<file path="config.mk">
export PLATFORM = sky130hd
export DESIGN_NAME = stage_cpu
export DESIGN_NICKNAME = d
export VERILOG_FILES = /design/src/stage_cpu_pkg.sv /design/src/cpu_ctrl_if.sv /design/src/reg_file.sv /design/src/alu.sv /design/src/flag_unit.sv /design/src/datapath.sv /design/src/sequencer.sv /design/src/stage_cpu.sv
export SDC_FILE = /design/constraint.sdc
export NUM_CORES = 2
export LEC_CHECK = 0
export BUFFER_PORTS_ARGS = -buffer_cell sky130_fd_sc_hd__buf_2
export CORE_UTILIZATION = 35
export CTS_BUF_LIST = sky130_fd_sc_hd__clkbuf_4 sky130_fd_sc_hd__clkbuf_8 sky130_fd_sc_hd__clkbuf_16
export DETAILED_ROUTE_END_ITERATION = 10
export HOLD_SLACK_MARGIN = 0.08
export PLACE_DENSITY = 0.53
export SYNTH_ARGS = -nofsm -noshare
export SYNTH_HDL_FRONTEND = slang
export SYNTH_SLANG_ARGS = --single-unit
export TNS_END_PERCENT = 100
</file>
<file path="constraint.sdc">
create_clock -name clk -period 7.7 [get_ports clk]
set_input_delay 1.54 -clock clk [delete_from_list [all_inputs] [get_ports clk]]
set_output_delay 1.54 -clock clk [all_outputs]
set_load 0.03 [all_outputs]
</file>
<file path="src/stage_cpu_pkg.sv">
/*
 * Shared definitions for the multicycle core: widths, instruction
 * field positions, opcode, ALU and condition encodings, stage list
 */
package stage_cpu_pkg;

  // -------------------------------------------------------------------
  // Widths
  // -------------------------------------------------------------------
  localparam int data_w     = 32;
  localparam int pc_w       = 25;
  localparam int addr_w     = 26;
  localparam int reg_addr_w = 4;
  localparam int imm_w      = 16;

  // Instruction fields
  localparam int op_msb    = 31;
  localparam int op_lsb    = 26;
  localparam int cond_msb  = 25;  // Also base / source register
  localparam int cond_lsb  = 22;
  localparam int set_bit   = 21;  // Flag update
  localparam int fld_a_msb = 20;
  localparam int fld_b_msb = 16;
  localparam int fld_c_msb = 12;
  localparam int aluop_msb = 8;

  // -------------------------------------------------------------------
  // Encodings
  // -------------------------------------------------------------------
  typedef enum logic [5:0] {
    op_noop  = 6'b00_0000,
    op_b     = 6'b00_0001,
    op_ldw   = 6'b00_0010,
    op_alu   = 6'b00_0011,
    op_stw   = 6'b00_0110,
    op_addil = 6'b00_1010,
    op_addih = 6'b00_1110,
    op_oril  = 6'b01_0010,
    op_orih  = 6'b01_0110,
    op_andil = 6'b01_1010,
    op_andih = 6'b01_1110
  } opcode_e;

  // Codes 1 and 9 (shift, multiply) are not implemented
  typedef enum logic [4:0] {
    alu_sub = 5'b00000,
    alu_add = 5'b00010,
    alu_xor = 5'b00100,
    alu_or  = 5'b00101,
    alu_and = 5'b00110
  } alu_op_e;

  typedef enum logic [3:0] {
    cond_eq, cond_ne, cond_hs, cond_lo,
    cond_mi, cond_pl, cond_vs, cond_vc,
    cond_hi, cond_ls, cond_ge, cond_lt,
    cond_gt, cond_le, cond_al, cond_nv
  } cond_e;

  typedef enum logic [2:0] {
    fetch_req, fetch_wait, decode, execute, mem_req, mem_wait
  } stage_e;

  typedef enum logic {y_alu, y_mem} y_sel_e;  // Write-back source
  typedef enum logic {b_reg, b_imm} b_sel_e;  // Second ALU operand

endpackage

</file>
<file path="src/cpu_ctrl_if.sv">
/*
 * Decode and control bundle between the sequencer and the datapath
 */
interface cpu_ctrl_if;
  import stage_cpu_pkg::*;

  logic [data_w-1:0]     ir;
  logic                  cond_pass;   // Latched in decode
  logic                  cond_load;
  logic                  ir_load;
  logic                  pc_load;
  logic                  branch_taken;
  logic                  flag_write;
  alu_op_e               alu_op;
  b_sel_e                b_sel;
  y_sel_e                y_sel;
  logic                  ma_from_pc;
  logic [data_w-1:0]     immediate;   // Already extended
  logic [reg_addr_w-1:0] addr_a;
  logic [reg_addr_w-1:0] addr_b;
  logic [reg_addr_w-1:0] addr_c;
  logic                  reg_write;

  modport seq (
    input  ir, cond_pass,
    output cond_load, ir_load, pc_load, branch_taken, flag_write, alu_op, b_sel, y_sel,
    output ma_from_pc, immediate, addr_a, addr_b, addr_c, reg_write
  );

  modport dp (
    output ir, cond_pass,
    input  cond_load, ir_load, pc_load, branch_taken, flag_write, alu_op, b_sel, y_sel,
    input  ma_from_pc, immediate, addr_a, addr_b, addr_c, reg_write
  );
endinterface

</file>
<file path="src/reg_file.sv">
/*
 * Working registers r1..r15 with two read ports and one write port.
 * r0 reads zero and discards writes
 */
module reg_file (
  input  logic                                 clk,
  input  logic                                 reset,
  input  logic [stage_cpu_pkg::reg_addr_w-1:0] addr_a,
  input  logic [stage_cpu_pkg::reg_addr_w-1:0] addr_b,
  input  logic [stage_cpu_pkg::reg_addr_w-1:0] addr_c,
  input  logic                                 write,
  input  logic [stage_cpu_pkg::data_w-1:0]     write_data,
  output logic [stage_cpu_pkg::data_w-1:0]     data_a,
  output logic [stage_cpu_pkg::data_w-1:0]     data_b
);
  import stage_cpu_pkg::*;

  localparam int num_regs = 1 << reg_addr_w;

  logic [data_w-1:0] regs [1:num_regs-1];

  always_ff @(posedge clk) begin
    if (reset) begin
      for (int i = 1; i < num_regs; i++) begin
        regs[i] <= '0;
      end
    end else if (write && addr_c != '0) begin
      regs[addr_c] <= write_data;
    end
  end

  assign data_a = (addr_a == '0) ? '0 : regs[addr_a];  // Zero register
  assign data_b = (addr_b == '0) ? '0 : regs[addr_b];

endmodule

</file>
<file path="src/alu.sv">
/*
 * Combinational ALU for add, subtract and the bitwise operations,
 * with N, Z, C and V derived from the result
 */
module alu (
  input  stage_cpu_pkg::alu_op_e               op,
  input  logic [stage_cpu_pkg::data_w-1:0]     in_a,
  input  logic [stage_cpu_pkg::data_w-1:0]     in_b,
  output logic [stage_cpu_pkg::data_w-1:0]     result,
  output logic                                 n,
  output logic                                 z,
  output logic                                 c,
  output logic                                 v
);
  import stage_cpu_pkg::*;

  localparam int msb = data_w - 1;

  logic [data_w:0] sum;  // Extra bit holds carry / borrow

  always_comb begin
    case (op)
      alu_add: sum = {1'b0, in_a} + {1'b0, in_b};
      alu_sub: sum = {1'b0, in_a} - {1'b0, in_b};
      alu_and: sum = {1'b0, in_a & in_b};
      alu_or:  sum = {1'b0, in_a | in_b};
      alu_xor: sum = {1'b0, in_a ^ in_b};
      default: sum = '0;  // Unimplemented codes
    endcase
  end

  assign result = sum[msb:0];
  assign n      = result[msb];
  assign z      = (result == '0);

  // Carry and overflow only meaningful for add and subtract
  always_comb begin
    c = 1'b0;
    v = 1'b0;
    case (op)
      alu_add: begin
        c = sum[data_w];
        v = (in_a[msb] & in_b[msb] & ~result[msb]) | (~in_a[msb] & ~in_b[msb] & result[msb]);
      end
      alu_sub: begin
        c = ~sum[data_w];  // No borrow
        v = (in_a[msb] & ~in_b[msb] & ~result[msb]) | (~in_a[msb] & in_b[msb] & result[msb]);
      end
      default: ;
    endcase
  end

endmodule

</file>
<file path="src/flag_unit.sv">
/*
 * Status flags N, Z, C, V and the condition check.
 * The condition result is latched once per instruction
 */
module flag_unit (
  input  logic                  clk,
  input  logic                  reset,
  input  logic                  flag_write,
  input  logic                  cond_load,
  input  logic                  n_in,
  input  logic                  z_in,
  input  logic                  c_in,
  input  logic                  v_in,
  input  stage_cpu_pkg::cond_e  cond,
  output logic                  cond_pass
);
  import stage_cpu_pkg::*;

  logic n, z, c, v;
  logic pass;

  always_ff @(posedge clk) begin
    if (reset) begin
      n <= 1'b0;
      z <= 1'b0;
      c <= 1'b0;
      v <= 1'b0;
      cond_pass <= 1'b0;
    end else begin
      if (flag_write) begin
        n <= n_in;
        z <= z_in;
        c <= c_in;
        v <= v_in;
      end
      if (cond_load) cond_pass <= pass;  // Flags as seen in decode
    end
  end

  // Condition evaluation on held flags
  always_comb begin
    pass = 1'b0;
    case (cond)
      cond_eq: pass = z;
      cond_ne: pass = ~z;
      cond_hs: pass = c;
      cond_lo: pass = ~c;
      cond_mi: pass = n;
      cond_pl: pass = ~n;
      cond_vs: pass = v;
      cond_vc: pass = ~v;
      cond_hi: pass = c & ~z;
      cond_ls: pass = ~c | z;
      cond_ge: pass = (n == v);
      cond_lt: pass = (n != v);
      cond_gt: pass = ~z & (n == v);
      cond_le: pass = z | (n != v);
      cond_al: pass = 1'b1;
      cond_nv: pass = 1'b0;
    endcase
  end

endmodule

</file>
<file path="src/datapath.sv">
/*
 * Core datapath: PC, instruction register, operand and result
 * registers, operand and write-back selects, memory address select
 */
module datapath (
  input  logic                             clk,
  input  logic                             reset,
  input  logic [stage_cpu_pkg::data_w-1:0] memory_data_read,
  output logic [stage_cpu_pkg::addr_w-1:0] memory_addr,
  output logic [stage_cpu_pkg::data_w-1:0] memory_data_write,
  cpu_ctrl_if.dp                           ctrl
);
  import stage_cpu_pkg::*;

  logic [pc_w-1:0]   pc;
  logic [pc_w-1:0]   pc_step;
  logic [data_w-1:0] ir;
  logic [data_w-1:0] ra;   // Operand A
  logic [data_w-1:0] rb;   // Operand B
  logic [data_w-1:0] rm;   // Store data
  logic [data_w-1:0] rz;   // ALU result, also load/store address
  logic [data_w-1:0] ry;   // Write-back value
  logic [data_w-1:0] reg_a;
  logic [data_w-1:0] reg_b;
  logic [data_w-1:0] alu_in_b;
  logic [data_w-1:0] alu_result;
  logic [data_w-1:0] y_mux;
  logic              alu_n, alu_z, alu_c, alu_v;

  // -------------------------------------------------------------------
  // Program counter and instruction register
  // -------------------------------------------------------------------
  // Branch offset is relative to the branch's own address
  assign pc_step = ctrl.branch_taken ? ctrl.immediate[pc_w-1:0] : {{(pc_w-1){1'b0}}, 1'b1};

  always_ff @(posedge clk) begin
    if (reset) begin
      pc <= '0;
      ir <= '0;
    end else begin
      if (ctrl.pc_load) pc <= pc + pc_step;
      if (ctrl.ir_load) ir <= memory_data_read;
    end
  end

  assign ctrl.ir = ir;

  // -------------------------------------------------------------------
  // Intermediate registers
  // -------------------------------------------------------------------
  always_ff @(posedge clk) begin
    ra <= reg_a;
    rb <= reg_b;
    rm <= rb;
    rz <= alu_result;
    ry <= y_mux;
  end

  assign alu_in_b = (ctrl.b_sel == b_imm) ? ctrl.immediate : rb;
  assign y_mux    = (ctrl.y_sel == y_mem) ? memory_data_read : alu_result;

  // Fetch from PC, data access from rz
  assign memory_addr = ctrl.ma_from_pc ? {{(addr_w-pc_w){1'b0}}, pc} : rz[addr_w-1:0];
  assign memory_data_write = rm;

  reg_file reg_file_i (
    .clk        (clk),
    .reset      (reset),
    .addr_a     (ctrl.addr_a),
    .addr_b     (ctrl.addr_b),
    .addr_c     (ctrl.addr_c),
    .write      (ctrl.reg_write),
    .write_data (ry),
    .data_a     (reg_a),
    .data_b     (reg_b)
  );

  alu alu_i (
    .op     (ctrl.alu_op),
    .in_a   (ra),
    .in_b   (alu_in_b),
    .result (alu_result),
    .n      (alu_n),
    .z      (alu_z),
    .c      (alu_c),
    .v      (alu_v)
  );

  flag_unit flag_unit_i (
    .clk        (clk),
    .reset      (reset),
    .flag_write (ctrl.flag_write),
    .cond_load  (ctrl.cond_load),
    .n_in       (alu_n),
    .z_in       (alu_z),
    .c_in       (alu_c),
    .v_in       (alu_v),
    .cond       (cond_e'(ir[cond_msb:cond_lsb])),
    .cond_pass  (ctrl.cond_pass)
  );

endmodule

</file>
<file path="src/sequencer.sv">
/*
 * Stage sequencer. Steps each instruction through fetch, decode,
 * execute and the optional memory stages, and decodes the
 * instruction into register numbers, immediate and control strobes
 */
module sequencer (
  input  logic   clk,
  input  logic   reset,
  input  logic   memory_busy,
  output logic   memory_read_req,
  output logic   memory_write_req,
  cpu_ctrl_if.seq ctrl
);
  import stage_cpu_pkg::*;

  stage_e                stage;
  stage_e                stage_next;
  opcode_e               opcode;
  logic [imm_w-1:0]      imm;
  logic [reg_addr_w-1:0] fld_cond;
  logic [reg_addr_w-1:0] fld_a;
  logic [reg_addr_w-1:0] fld_b;
  logic [reg_addr_w-1:0] fld_c;
  logic                  writes_back;   // Instruction has a register result
  logic                  is_mem;

  assign opcode   = opcode_e'(ctrl.ir[op_msb:op_lsb]);
  assign imm      = ctrl.ir[imm_w-1:0];
  assign fld_cond = ctrl.ir[cond_msb:cond_lsb];
  assign fld_a    = ctrl.ir[fld_a_msb -: reg_addr_w];
  assign fld_b    = ctrl.ir[fld_b_msb -: reg_addr_w];
  assign fld_c    = ctrl.ir[fld_c_msb -: reg_addr_w];
  assign is_mem   = (opcode == op_ldw) || (opcode == op_stw);

  // -------------------------------------------------------------------
  // Stage register
  // -------------------------------------------------------------------
  always_ff @(posedge clk) begin
    if (reset) stage <= fetch_req;
    else stage <= stage_next;
  end

  always_comb begin
    stage_next = stage;
    case (stage)
      fetch_req:  stage_next = fetch_wait;
      fetch_wait: if (!memory_busy) stage_next = decode;  // Hold while busy
      decode:     stage_next = execute;
      execute:    stage_next = is_mem ? mem_req : fetch_req;
      mem_req:    stage_next = mem_wait;
      mem_wait:   if (!memory_busy) stage_next = fetch_req;
      default:    stage_next = fetch_req;
    endcase
  end

  // -------------------------------------------------------------------
  // Instruction decode
  // -------------------------------------------------------------------
  always_comb begin
    ctrl.addr_a    = '0;
    ctrl.addr_b    = '0;
    ctrl.addr_c    = fld_a;
    ctrl.immediate = {{(data_w-imm_w){imm[imm_w-1]}}, imm};  // Sign extended
    ctrl.alu_op    = alu_add;
    ctrl.b_sel     = b_imm;
    writes_back    = 1'b0;
    case (opcode)
      op_noop: writes_back = 1'b0;
      op_alu: begin
        ctrl.addr_a = fld_a;
        ctrl.addr_b = fld_b;
        ctrl.addr_c = fld_c;
        ctrl.alu_op = alu_op_e'(ctrl.ir[aluop_msb -: $bits(alu_op_e)]);
        ctrl.b_sel  = b_reg;
        writes_back = 1'b1;
      end
      op_b: ;  // Offset only
      op_ldw: begin
        ctrl.addr_a = fld_cond;
        writes_back = 1'b1;
      end
      op_stw: begin
        ctrl.addr_a = fld_cond;
        ctrl.addr_b = fld_a;  // Store data
      end
      op_addil: begin
        ctrl.addr_a = fld_cond;
        writes_back = 1'b1;
      end
      op_addih, op_orih: begin
        ctrl.addr_a    = fld_cond;
        ctrl.immediate = {imm, {(data_w-imm_w){1'b0}}};
        ctrl.alu_op    = (opcode == op_orih) ? alu_or : alu_add;
        writes_back    = 1'b1;
      end
      op_oril: begin
        ctrl.addr_a    = fld_cond;
        ctrl.immediate = {{(data_w-imm_w){1'b0}}, imm};
        ctrl.alu_op    = alu_or;
        writes_back    = 1'b1;
      end
      op_andil: begin
        ctrl.addr_a    = fld_cond;
        ctrl.immediate = {{(data_w-imm_w){1'b1}}, imm};  // Keeps upper half
        ctrl.alu_op    = alu_and;
        writes_back    = 1'b1;
      end
      op_andih: begin
        ctrl.addr_a    = fld_cond;
        ctrl.immediate = {imm, {(data_w-imm_w){1'b1}}};
        ctrl.alu_op    = alu_and;
        writes_back    = 1'b1;
      end
      default: ;
    endcase
  end

  // -------------------------------------------------------------------
  // Per-stage strobes
  // -------------------------------------------------------------------
  always_comb begin
    memory_read_req   = 1'b0;
    memory_write_req  = 1'b0;
    ctrl.ir_load      = 1'b0;
    ctrl.pc_load      = 1'b0;
    ctrl.branch_taken = 1'b0;
    ctrl.flag_write   = 1'b0;
    ctrl.cond_load    = 1'b0;
    ctrl.reg_write    = 1'b0;
    ctrl.ma_from_pc   = 1'b0;
    ctrl.y_sel        = y_alu;
    case (stage)
      fetch_req: begin
        // Write-back of the previous instruction overlaps the fetch
        ctrl.ma_from_pc = 1'b1;
        memory_read_req = 1'b1;
        ctrl.reg_write  = writes_back && (ctrl.cond_pass || opcode != op_alu);
      end
      fetch_wait: ctrl.ir_load = !memory_busy;
      decode:     ctrl.cond_load = 1'b1;
      execute: begin
        ctrl.pc_load      = 1'b1;
        ctrl.branch_taken = (opcode == op_b) && ctrl.cond_pass;
        ctrl.flag_write   = (opcode == op_alu) && ctrl.ir[set_bit];  // Unconditional
      end
      mem_req: begin
        memory_read_req  = (opcode == op_ldw);
        memory_write_req = (opcode == op_stw);
      end
      mem_wait: ctrl.y_sel = y_mem;  // Captures load data on the last cycle
      default: ;
    endcase
    if (reset) begin
      memory_read_req  = 1'b0;  // Requests held off while reset is high
      memory_write_req = 1'b0;
    end
  end

endmodule

</file>
<file path="src/stage_cpu.sv">
/*
 * Multicycle core top level. Joins the sequencer and the datapath
 * and exposes the word-addressed memory bus
 */
module stage_cpu (
  input  logic                             clk,
  input  logic                             reset,
  output logic                             memory_read_req,
  output logic                             memory_write_req,
  output logic [stage_cpu_pkg::addr_w-1:0] memory_addr,
  output logic [stage_cpu_pkg::data_w-1:0] memory_data_write,
  input  logic [stage_cpu_pkg::data_w-1:0] memory_data_read,
  input  logic                             memory_busy
);

  cpu_ctrl_if ctrl ();

  sequencer sequencer_i (
    .clk              (clk),
    .reset            (reset),
    .memory_busy      (memory_busy),
    .memory_read_req  (memory_read_req),
    .memory_write_req (memory_write_req),
    .ctrl             (ctrl.seq)
  );

  datapath datapath_i (
    .clk               (clk),
    .reset             (reset),
    .memory_data_read  (memory_data_read),
    .memory_addr       (memory_addr),
    .memory_data_write (memory_data_write),
    .ctrl              (ctrl.dp)
  );

endmodule

</file>
### Word level (Yosys, flattened, before mapping)

Memories as Yosys holds them, arrays and structs flattened. A register that Yosys moved wholly into a read port is not among the register bits.
Index checks and enable logic that the tools add are counted.

* memory bits (writable): 480
* memories kept: 1
* output and inout port bits: 60
* register bits after elaboration: 155
* logic and storage cells: 138
* bits of input ports: 35

* bitwise gates (word level): 25
* reduce and logical (&&, ||, !) cells: 20
* equal/unequal tests: 39
* mux-type cells: 39
* $add $sub $neg: 3

Memories
* datapath_i.reg_file_i.regs: words 15, width 32, rd ports 2, clocked after Yosys merged registers in 2, write ports 15, RTL line reg_file.sv:20 `logic [data_w-1:0] regs [1:num_regs-1];`

Operator list (count)
* 33-bit one-hot mux with 5 select lines: 1
* 32-bit one-hot mux with 4 select lines: 1
* 32-bit 2-to-1 mux: 3
* 32-bit by 32-bit adder with 33-bit output: 1
* 32-bit by 32-bit subtractor with 33-bit output: 1
* 32-bit bitwise AND: 1
* 4-bit == test, second input constant: 8
* 32-bit zero test: 1
* 32-bit OR: 1
* 32-bit OR reduction: 1
* 32-bit bitwise XOR: 1
* 26-bit 2-to-1 mux: 1
* 25-bit adder: 1
* 25-bit 2-to-1 mux: 1
* 6-bit by 5-bit == test with 1-bit output, second input constant: 4
* 5-bit one-hot mux with 4 select lines: 1
* 1-bit 2-to-1 mux: 18
* 3-bit one-hot mux with 6 select lines: 1
* 4-bit by 3-bit == test with 1-bit output, second input constant: 4
* 1-bit one-hot mux with 16 select lines: 1
* 4-bit one-hot mux with 2 select lines: 2
* 8-bit OR reduction: 2
* 5-bit by 3-bit == test with 1-bit output, second input constant: 3
* 6-bit by 2-bit == test with 1-bit output, second input constant: 2
* 28 further kinds: 65

### Depth between registers and ports, before layout

* word-level depth: 11
* gate-level depth with buffers: 28
* depth with buffers taken out: 23

### Modules after synthesis

Synthesis repeated with hierarchy kept, for this count alone.

* cell total of the unflattened synthesis: 3281
* area total of the unflattened synthesis: 38948.6 um^2

By module, submodules not included
* reg_file: cells each 1775, area each 25580.8 um^2, sequential area each 14443.9 um^2, times used 1
* datapath: cells each 660, area each 7569.8 um^2, sequential area each 4224.1 um^2, times used 1
* alu: cells each 685, area each 4630.7 um^2, sequential area each 0.0 um^2, times used 1
* sequencer: cells each 127, area each 859.6 um^2, sequential area each 60.1 um^2, times used 1
* flag_unit: cells each 34, area each 307.8 um^2, sequential area each 100.1 um^2, times used 1

### Least setup slack after synthesis

Ideal clock, no wire load.

* path kind: register -> register
* start point: register datapath_i.ir[31], in the netlist datapath_i.ctrl.ir[31]
* end point: register datapath_i.flag_unit_i.z
* setup time: 0.084 ns
* stages on the path, launching flop included: 25
* buffers on the path: 3
* period minus slack after synthesis: 5.978 ns
* path slack: 1.722 ns
* data required time: 7.616 ns
* arrival: 5.894 ns
* cell sequence: dfxtp_1 buf_2 nor4bb_1 and3_1 buf_1 a21oi_1 a21oi_1 inv_1 ha_1 and3_1 or3b_2 clkbuf_1 nand2_1 xnor2_1 ha_1 and4_1 o211ai_1 a21oi_1 o31ai_1 a221o_1 nand4b_1 or4b_1 or4b_1 or4_1 o31ai_2

* word-level cells in the longest chain between the ends: 7
* elaborated cells between the ends (all ways): 26
* those cells by class: 2 x add/sub; 10 x eq/ne; 6 x mux; 3 x bitwise; 5 x reduce/logical

RTL lines
* start: declaration: RTL line datapath.sv:17 `logic [data_w-1:0] ir;`
* start signal: assignment: RTL line datapath.sv:42 `if (ctrl.ir_load) ir <= memory_data_read;`
* 6-bit by 4-bit == test with 1-bit output or 6-bit by 5-bit == test with 1-bit output (tied branches): RTL line sequencer.sv:67, sequencer.sv:93
* 2-bit OR reduction
* 32-bit one-hot mux with 4 select lines: RTL line sequencer.sv:67 `case (opcode)`
* 32-bit 2-to-1 mux: RTL line datapath.sv:59 `assign alu_in_b = (ctrl.b_sel == b_imm) ? ctrl.immediate : rb;`
* 32-bit by 32-bit subtractor with 33-bit output (tied with other cells): RTL line alu.sv:24 `alu_sub: sum = {1'b0, in_a} - {1'b0, in_b};`
* 33-bit one-hot mux with 5 select lines *: RTL line alu.sv:22 `case (op)`
* named net datapath_i.alu_i.result (one bit): RTL line alu.sv:9 `output logic [stage_cpu_pkg::data_w-1:0] result,`
* 32-bit zero test *: RTL line alu.sv:34 `assign z = (result == '0);`
* end signal: assignment: RTL line flag_unit.sv:32 `z <= z_in;`
* end: declaration: RTL line flag_unit.sv:19 `logic n, z, c, v;`

The timed path passes the listed nets; every way through them passes the cells marked *.
A chain may end at the register's enable or synchronous reset.

### Worst setup path in the final report

* start point: register datapath_i.ir[29], in the netlist datapath_i.ctrl.ir[29]
* end point: register datapath_i.flag_unit_i.z

The elaborated chain is that of the path after synthesis.

==> run summary <==
Largest net degree at the start of global routing - 101
Avg Cell Area, Syn - 8.95 um^2
P_int - 7510 uW
Multi-input logic area - 19900 um^2
Top-count cell post-synth - nand2_1
Initial antenna violation count - 13
Crit-path max FO - 15
Initial Utilization - 35.2%
Final setup skew - 0.0238 ns
Clock tree buffer depth - 3
Least-Margin Pin Slew - 1.35 ns
Adder-cell share of the synthesized area - 3.71%
HPWL Detailed - 101000 um
Outcome - finished clean
Primary FF master, synth - edfxtp_1
Max Cap Viol - 0
Via/cell ratio - 5.78
Sequential power share - 46.4%
Post-synthesis sequential area ratio - 48.3%
Die area - 118000 um^2
Post-DP Area - 43300 um^2
Largest cells by area after synthesis - edfxtp_1, nand2_1, dfxtp_1
DR pass1 iterations - 6
CORE AREA - 116000 um^2
Final setup violating endpoints - 0
Async SR Flop Fraction - 0%
Switch share - 28.4%
Fin area - 46300 um^2
Fin. Hold Viols - 0
Synth Warn # - 0
Width of the die - 344 um
GRT overflow - 0
Final WL - 164000 um
Largest area contributor in the netlist - edfxtp_1
XOR/XNOR Fraction of Synth Area - 1.44%
# nets final - 4666
Fmax - 138 MHz
Worst Slack Setup Final - 0.457 ns
GRT Resource Usage Total - 27.2%
Max-slew violation count - 0
Sink Count - 731
VDD IR-drop max - 157 uV
Min cycle time layout - 7.24 ns
Slowest cell on crit path - dfxtp_1
Synth Area in Simple Gates - 27.5%
Synth top area share - 37.6%
Ratio of cells with drive above 1 in the final layout - 10.6%
Synth Area in Compound Gates - 12.9%
Startpoint Class - flop
PwrDens - 227 nW/um^2
CTS tree - built
RSZ-0062 raised after global routing - no
Most Frequent Cell on Critical Path - a21oi_1
Netlist cell types - 87
Setup TNS Final - 0 ns
GPL Wtd Cong - 0.958
Pre-CTS setup slack - 0.539 ns
#FFs+latches synth - 731
Synth-to-Final Area Change - 13.2%
CTS Buf Count - 84
Via Count - 35352
Die Y - 344 um
Worst-path clk slew - 0.06 ns
Seq. cell area - 19800 um^2
Worst-path cell chain - xnor2_1, or2_0, a21oi_1, a21oi_1, or3_1, nor2_1, nand2b_1, or2_2, o21ai_0, xnor2_1, ha_1, and4_1, o211ai_1, a21oi_1, o31ai_1, a221o_1, nand4b_1, or4b_1, or4b_1, or4_1, o31ai_2
Main combinational cell family by area after synthesis - simple AND/OR/NAND/NOR gates
Post-route DRC - 0
Static leakage - 0.0178 uW
CP required - 8.29 ns
Crit path DAT - 7.84 ns
H-tree depth - 3
Post-synth EDFFs - 512
Mapped Area - 40900 um^2
First-pass GRT wire length - 233000 um
# rows - 125
Crit path capture type - flop
Worst hold path class - reg -> reg
WL per Instance - 26.9 um
Setup Fix Bufs, Post-CTS - 0
Gate power share - 12.4%
Synthesized netlist cell count - 4567
CP max stage delay - 0.67 ns
Sw power - 2980 uW
Fill cell count - 11448
Period utilization - 94.1%
Mux contribution to synthesized area - 1.83%
IO Pins - 95
Post-layout util - 39.9%
Critical path type - reg -> reg
Final ANT Viol Nets - 0
Synth top cells by count - nand2_1, edfxtp_1, and2_1, clkbuf_1, nand3_1
Clk_lat worst skew - 0.68 ns
CTS Root Cell - clkbuf_16
Clock Power Share - 41.2%
I/O Buffers - 94
Slew margin rel. - 9.69%
Vias in the first global route - 33014
Drt initial violations - 3968
sequential cells by signal (all words and copies together) (netlist names):
signal / cells
datapath_i.flag_unit_i.cond_pass: 1
datapath_i.rb: 32
datapath_i.ra: 32
datapath_i.flag_unit_i.c: 1
datapath_i.pc: 25
datapath_i.flag_unit_i.z: 1
datapath_i.rz: 26
datapath_i.flag_unit_i.v: 1
datapath_i.ry: 32
datapath_i.flag_unit_i.n: 1
datapath_i.ctrl.ir: 32
datapath_i.reg_file_i.regs: 512
sequencer_i.stage: 3
datapath_i.memory_data_write: 32
final cells by class:
| cell class | count | area share (%) |
|---|---|---|
| diodes | 7 | 0.0379 |
| clock buffers | 115 | 5.31 |
| clock inverters | 42 | 1.07 |
| inverters | 76 | 0.616 |
| multi-input cells | 3417 | 43.1 |
| flip-flops and latches | 731 | 42.7 |
| well taps | 1524 | 4.12 |
| repair buffers | 201 | 3.05 |
critical path, delay by kind of cell (launching register included):
kind | cells | cell delay, ns
fa+ha+maj | 1 | 0.41
flops | 1 | 0.67
xor+xnor | 2 | 0.31
compound gates | 8 | 2.00
simple gates | 10 | 3.77
logic make-up after synthesis:
| logic type | after synthesis |
|---|---|
| other | 1 |
| xor gates and xnor gates | 67 |
| AOI/OAI and AO/OA | 757 |
| buffers and inverters | 450 |
| DFF | 731 |
| adders and majority gates | 120 |
| and+or+nand+nor | 2374 |
| muxes | 67 |
final timing paths:
| check | slack [ns] | depth (start not counted) | from | endpoint |
|---|---|---|---|---|
| min reg2reg | 0.37 | 0 | datapath_i.rb[21] | datapath_i.memory_data_write[21] |
| max | 0.46 | 21 | datapath_i.ctrl.ir[29] | datapath_i.flag_unit_i.z |
| max reg2reg | 0.46 | 21 | datapath_i.ctrl.ir[29] | datapath_i.flag_unit_i.z |
| min | 0.37 | 0 | datapath_i.rb[21] | datapath_i.memory_data_write[21] |
per-stage QoR:
step / power, uW / hold WS, ns / instances
2_1_floorplan: 5600 / 0.331 / 4598
3_3_place_gp: 6230 / 0.358 / 5949
3_5_place_dp: 6220 / 0.375 / 5949
4_1_cts: 10500 / 0.382 / 6106
5_1_grt: 10800 / 0.389 / 6106
6_report: 10500 / 0.368 / 6113
layer usage:
metal / part of all wire [%] / up-vias / global-route usage, %
met1: 42 / 17260 / 37.0
li1: - / 15953 / -
met5: 0 / - / 0
met2: 45 / 1816 / 42.8
met4: 4.1 / 0 / 12.1
met3: 9.0 / 323 / 4.09
what timing repair did:
item | CTS | global route
gates resized for setup | 0 | 2
endpoints found under the hold margin | 0 | 0
hold buffers | 0 | 0
endpoints found under the setup margin | 0 | 1
cells in the final DEF (no fill, tap or decap), types with 11 or more instances in the layout:
cell type | Yosys | final
clkbuf_4 | 0 | 15
nor2b_1 | 11 | 11
conb_1 | 1 | 32
a211oi_1 | 76 | 76
mux2_2 | 52 | 52
clkinv_2 | 0 | 13
dfxtp_1 | 219 | 219
nor2_4 | 0 | 16
nor3_1 | 35 | 32
o21a_1 | 14 | 14
a21oi_1 | 176 | 176
a31oi_1 | 85 | 82
xnor2_1 | 50 | 50
nand2_1 | 1205 | 1203
buf_4 | 1 | 96
nor2_1 | 118 | 102
a21o_1 | 21 | 21
clkbuf_16 | 0 | 86
nand3_1 | 279 | 279
clkbuf_8 | 0 | 14
buf_2 | 4 | 94
nand2b_1 | 18 | 18
ha_1 | 118 | 118
o21ai_4 | 0 | 15
and3_1 | 144 | 144
xor2_1 | 17 | 17
edfxtp_1 | 512 | 512
mux2i_1 | 14 | 14
buf_12 | 0 | 11
and2_1 | 489 | 489
inv_1 | 73 | 73
a311oi_1 | 192 | 192
o21ai_0 | 85 | 70
power groups by stage:
stage | Clock, uW | Sequential, uW | Combinational (uW)
final | 4320 | 4870 | 1300
after global routing | 4510 | 4920 | 1390
after CTS | 4370 | 4870 | 1280
after detailed placement | 0 | 4950 | 1270
after global placement | 0 | 4950 | 1280
after floorplan | 0 | 4680 | 926
(Power assumes the default switching activity.)
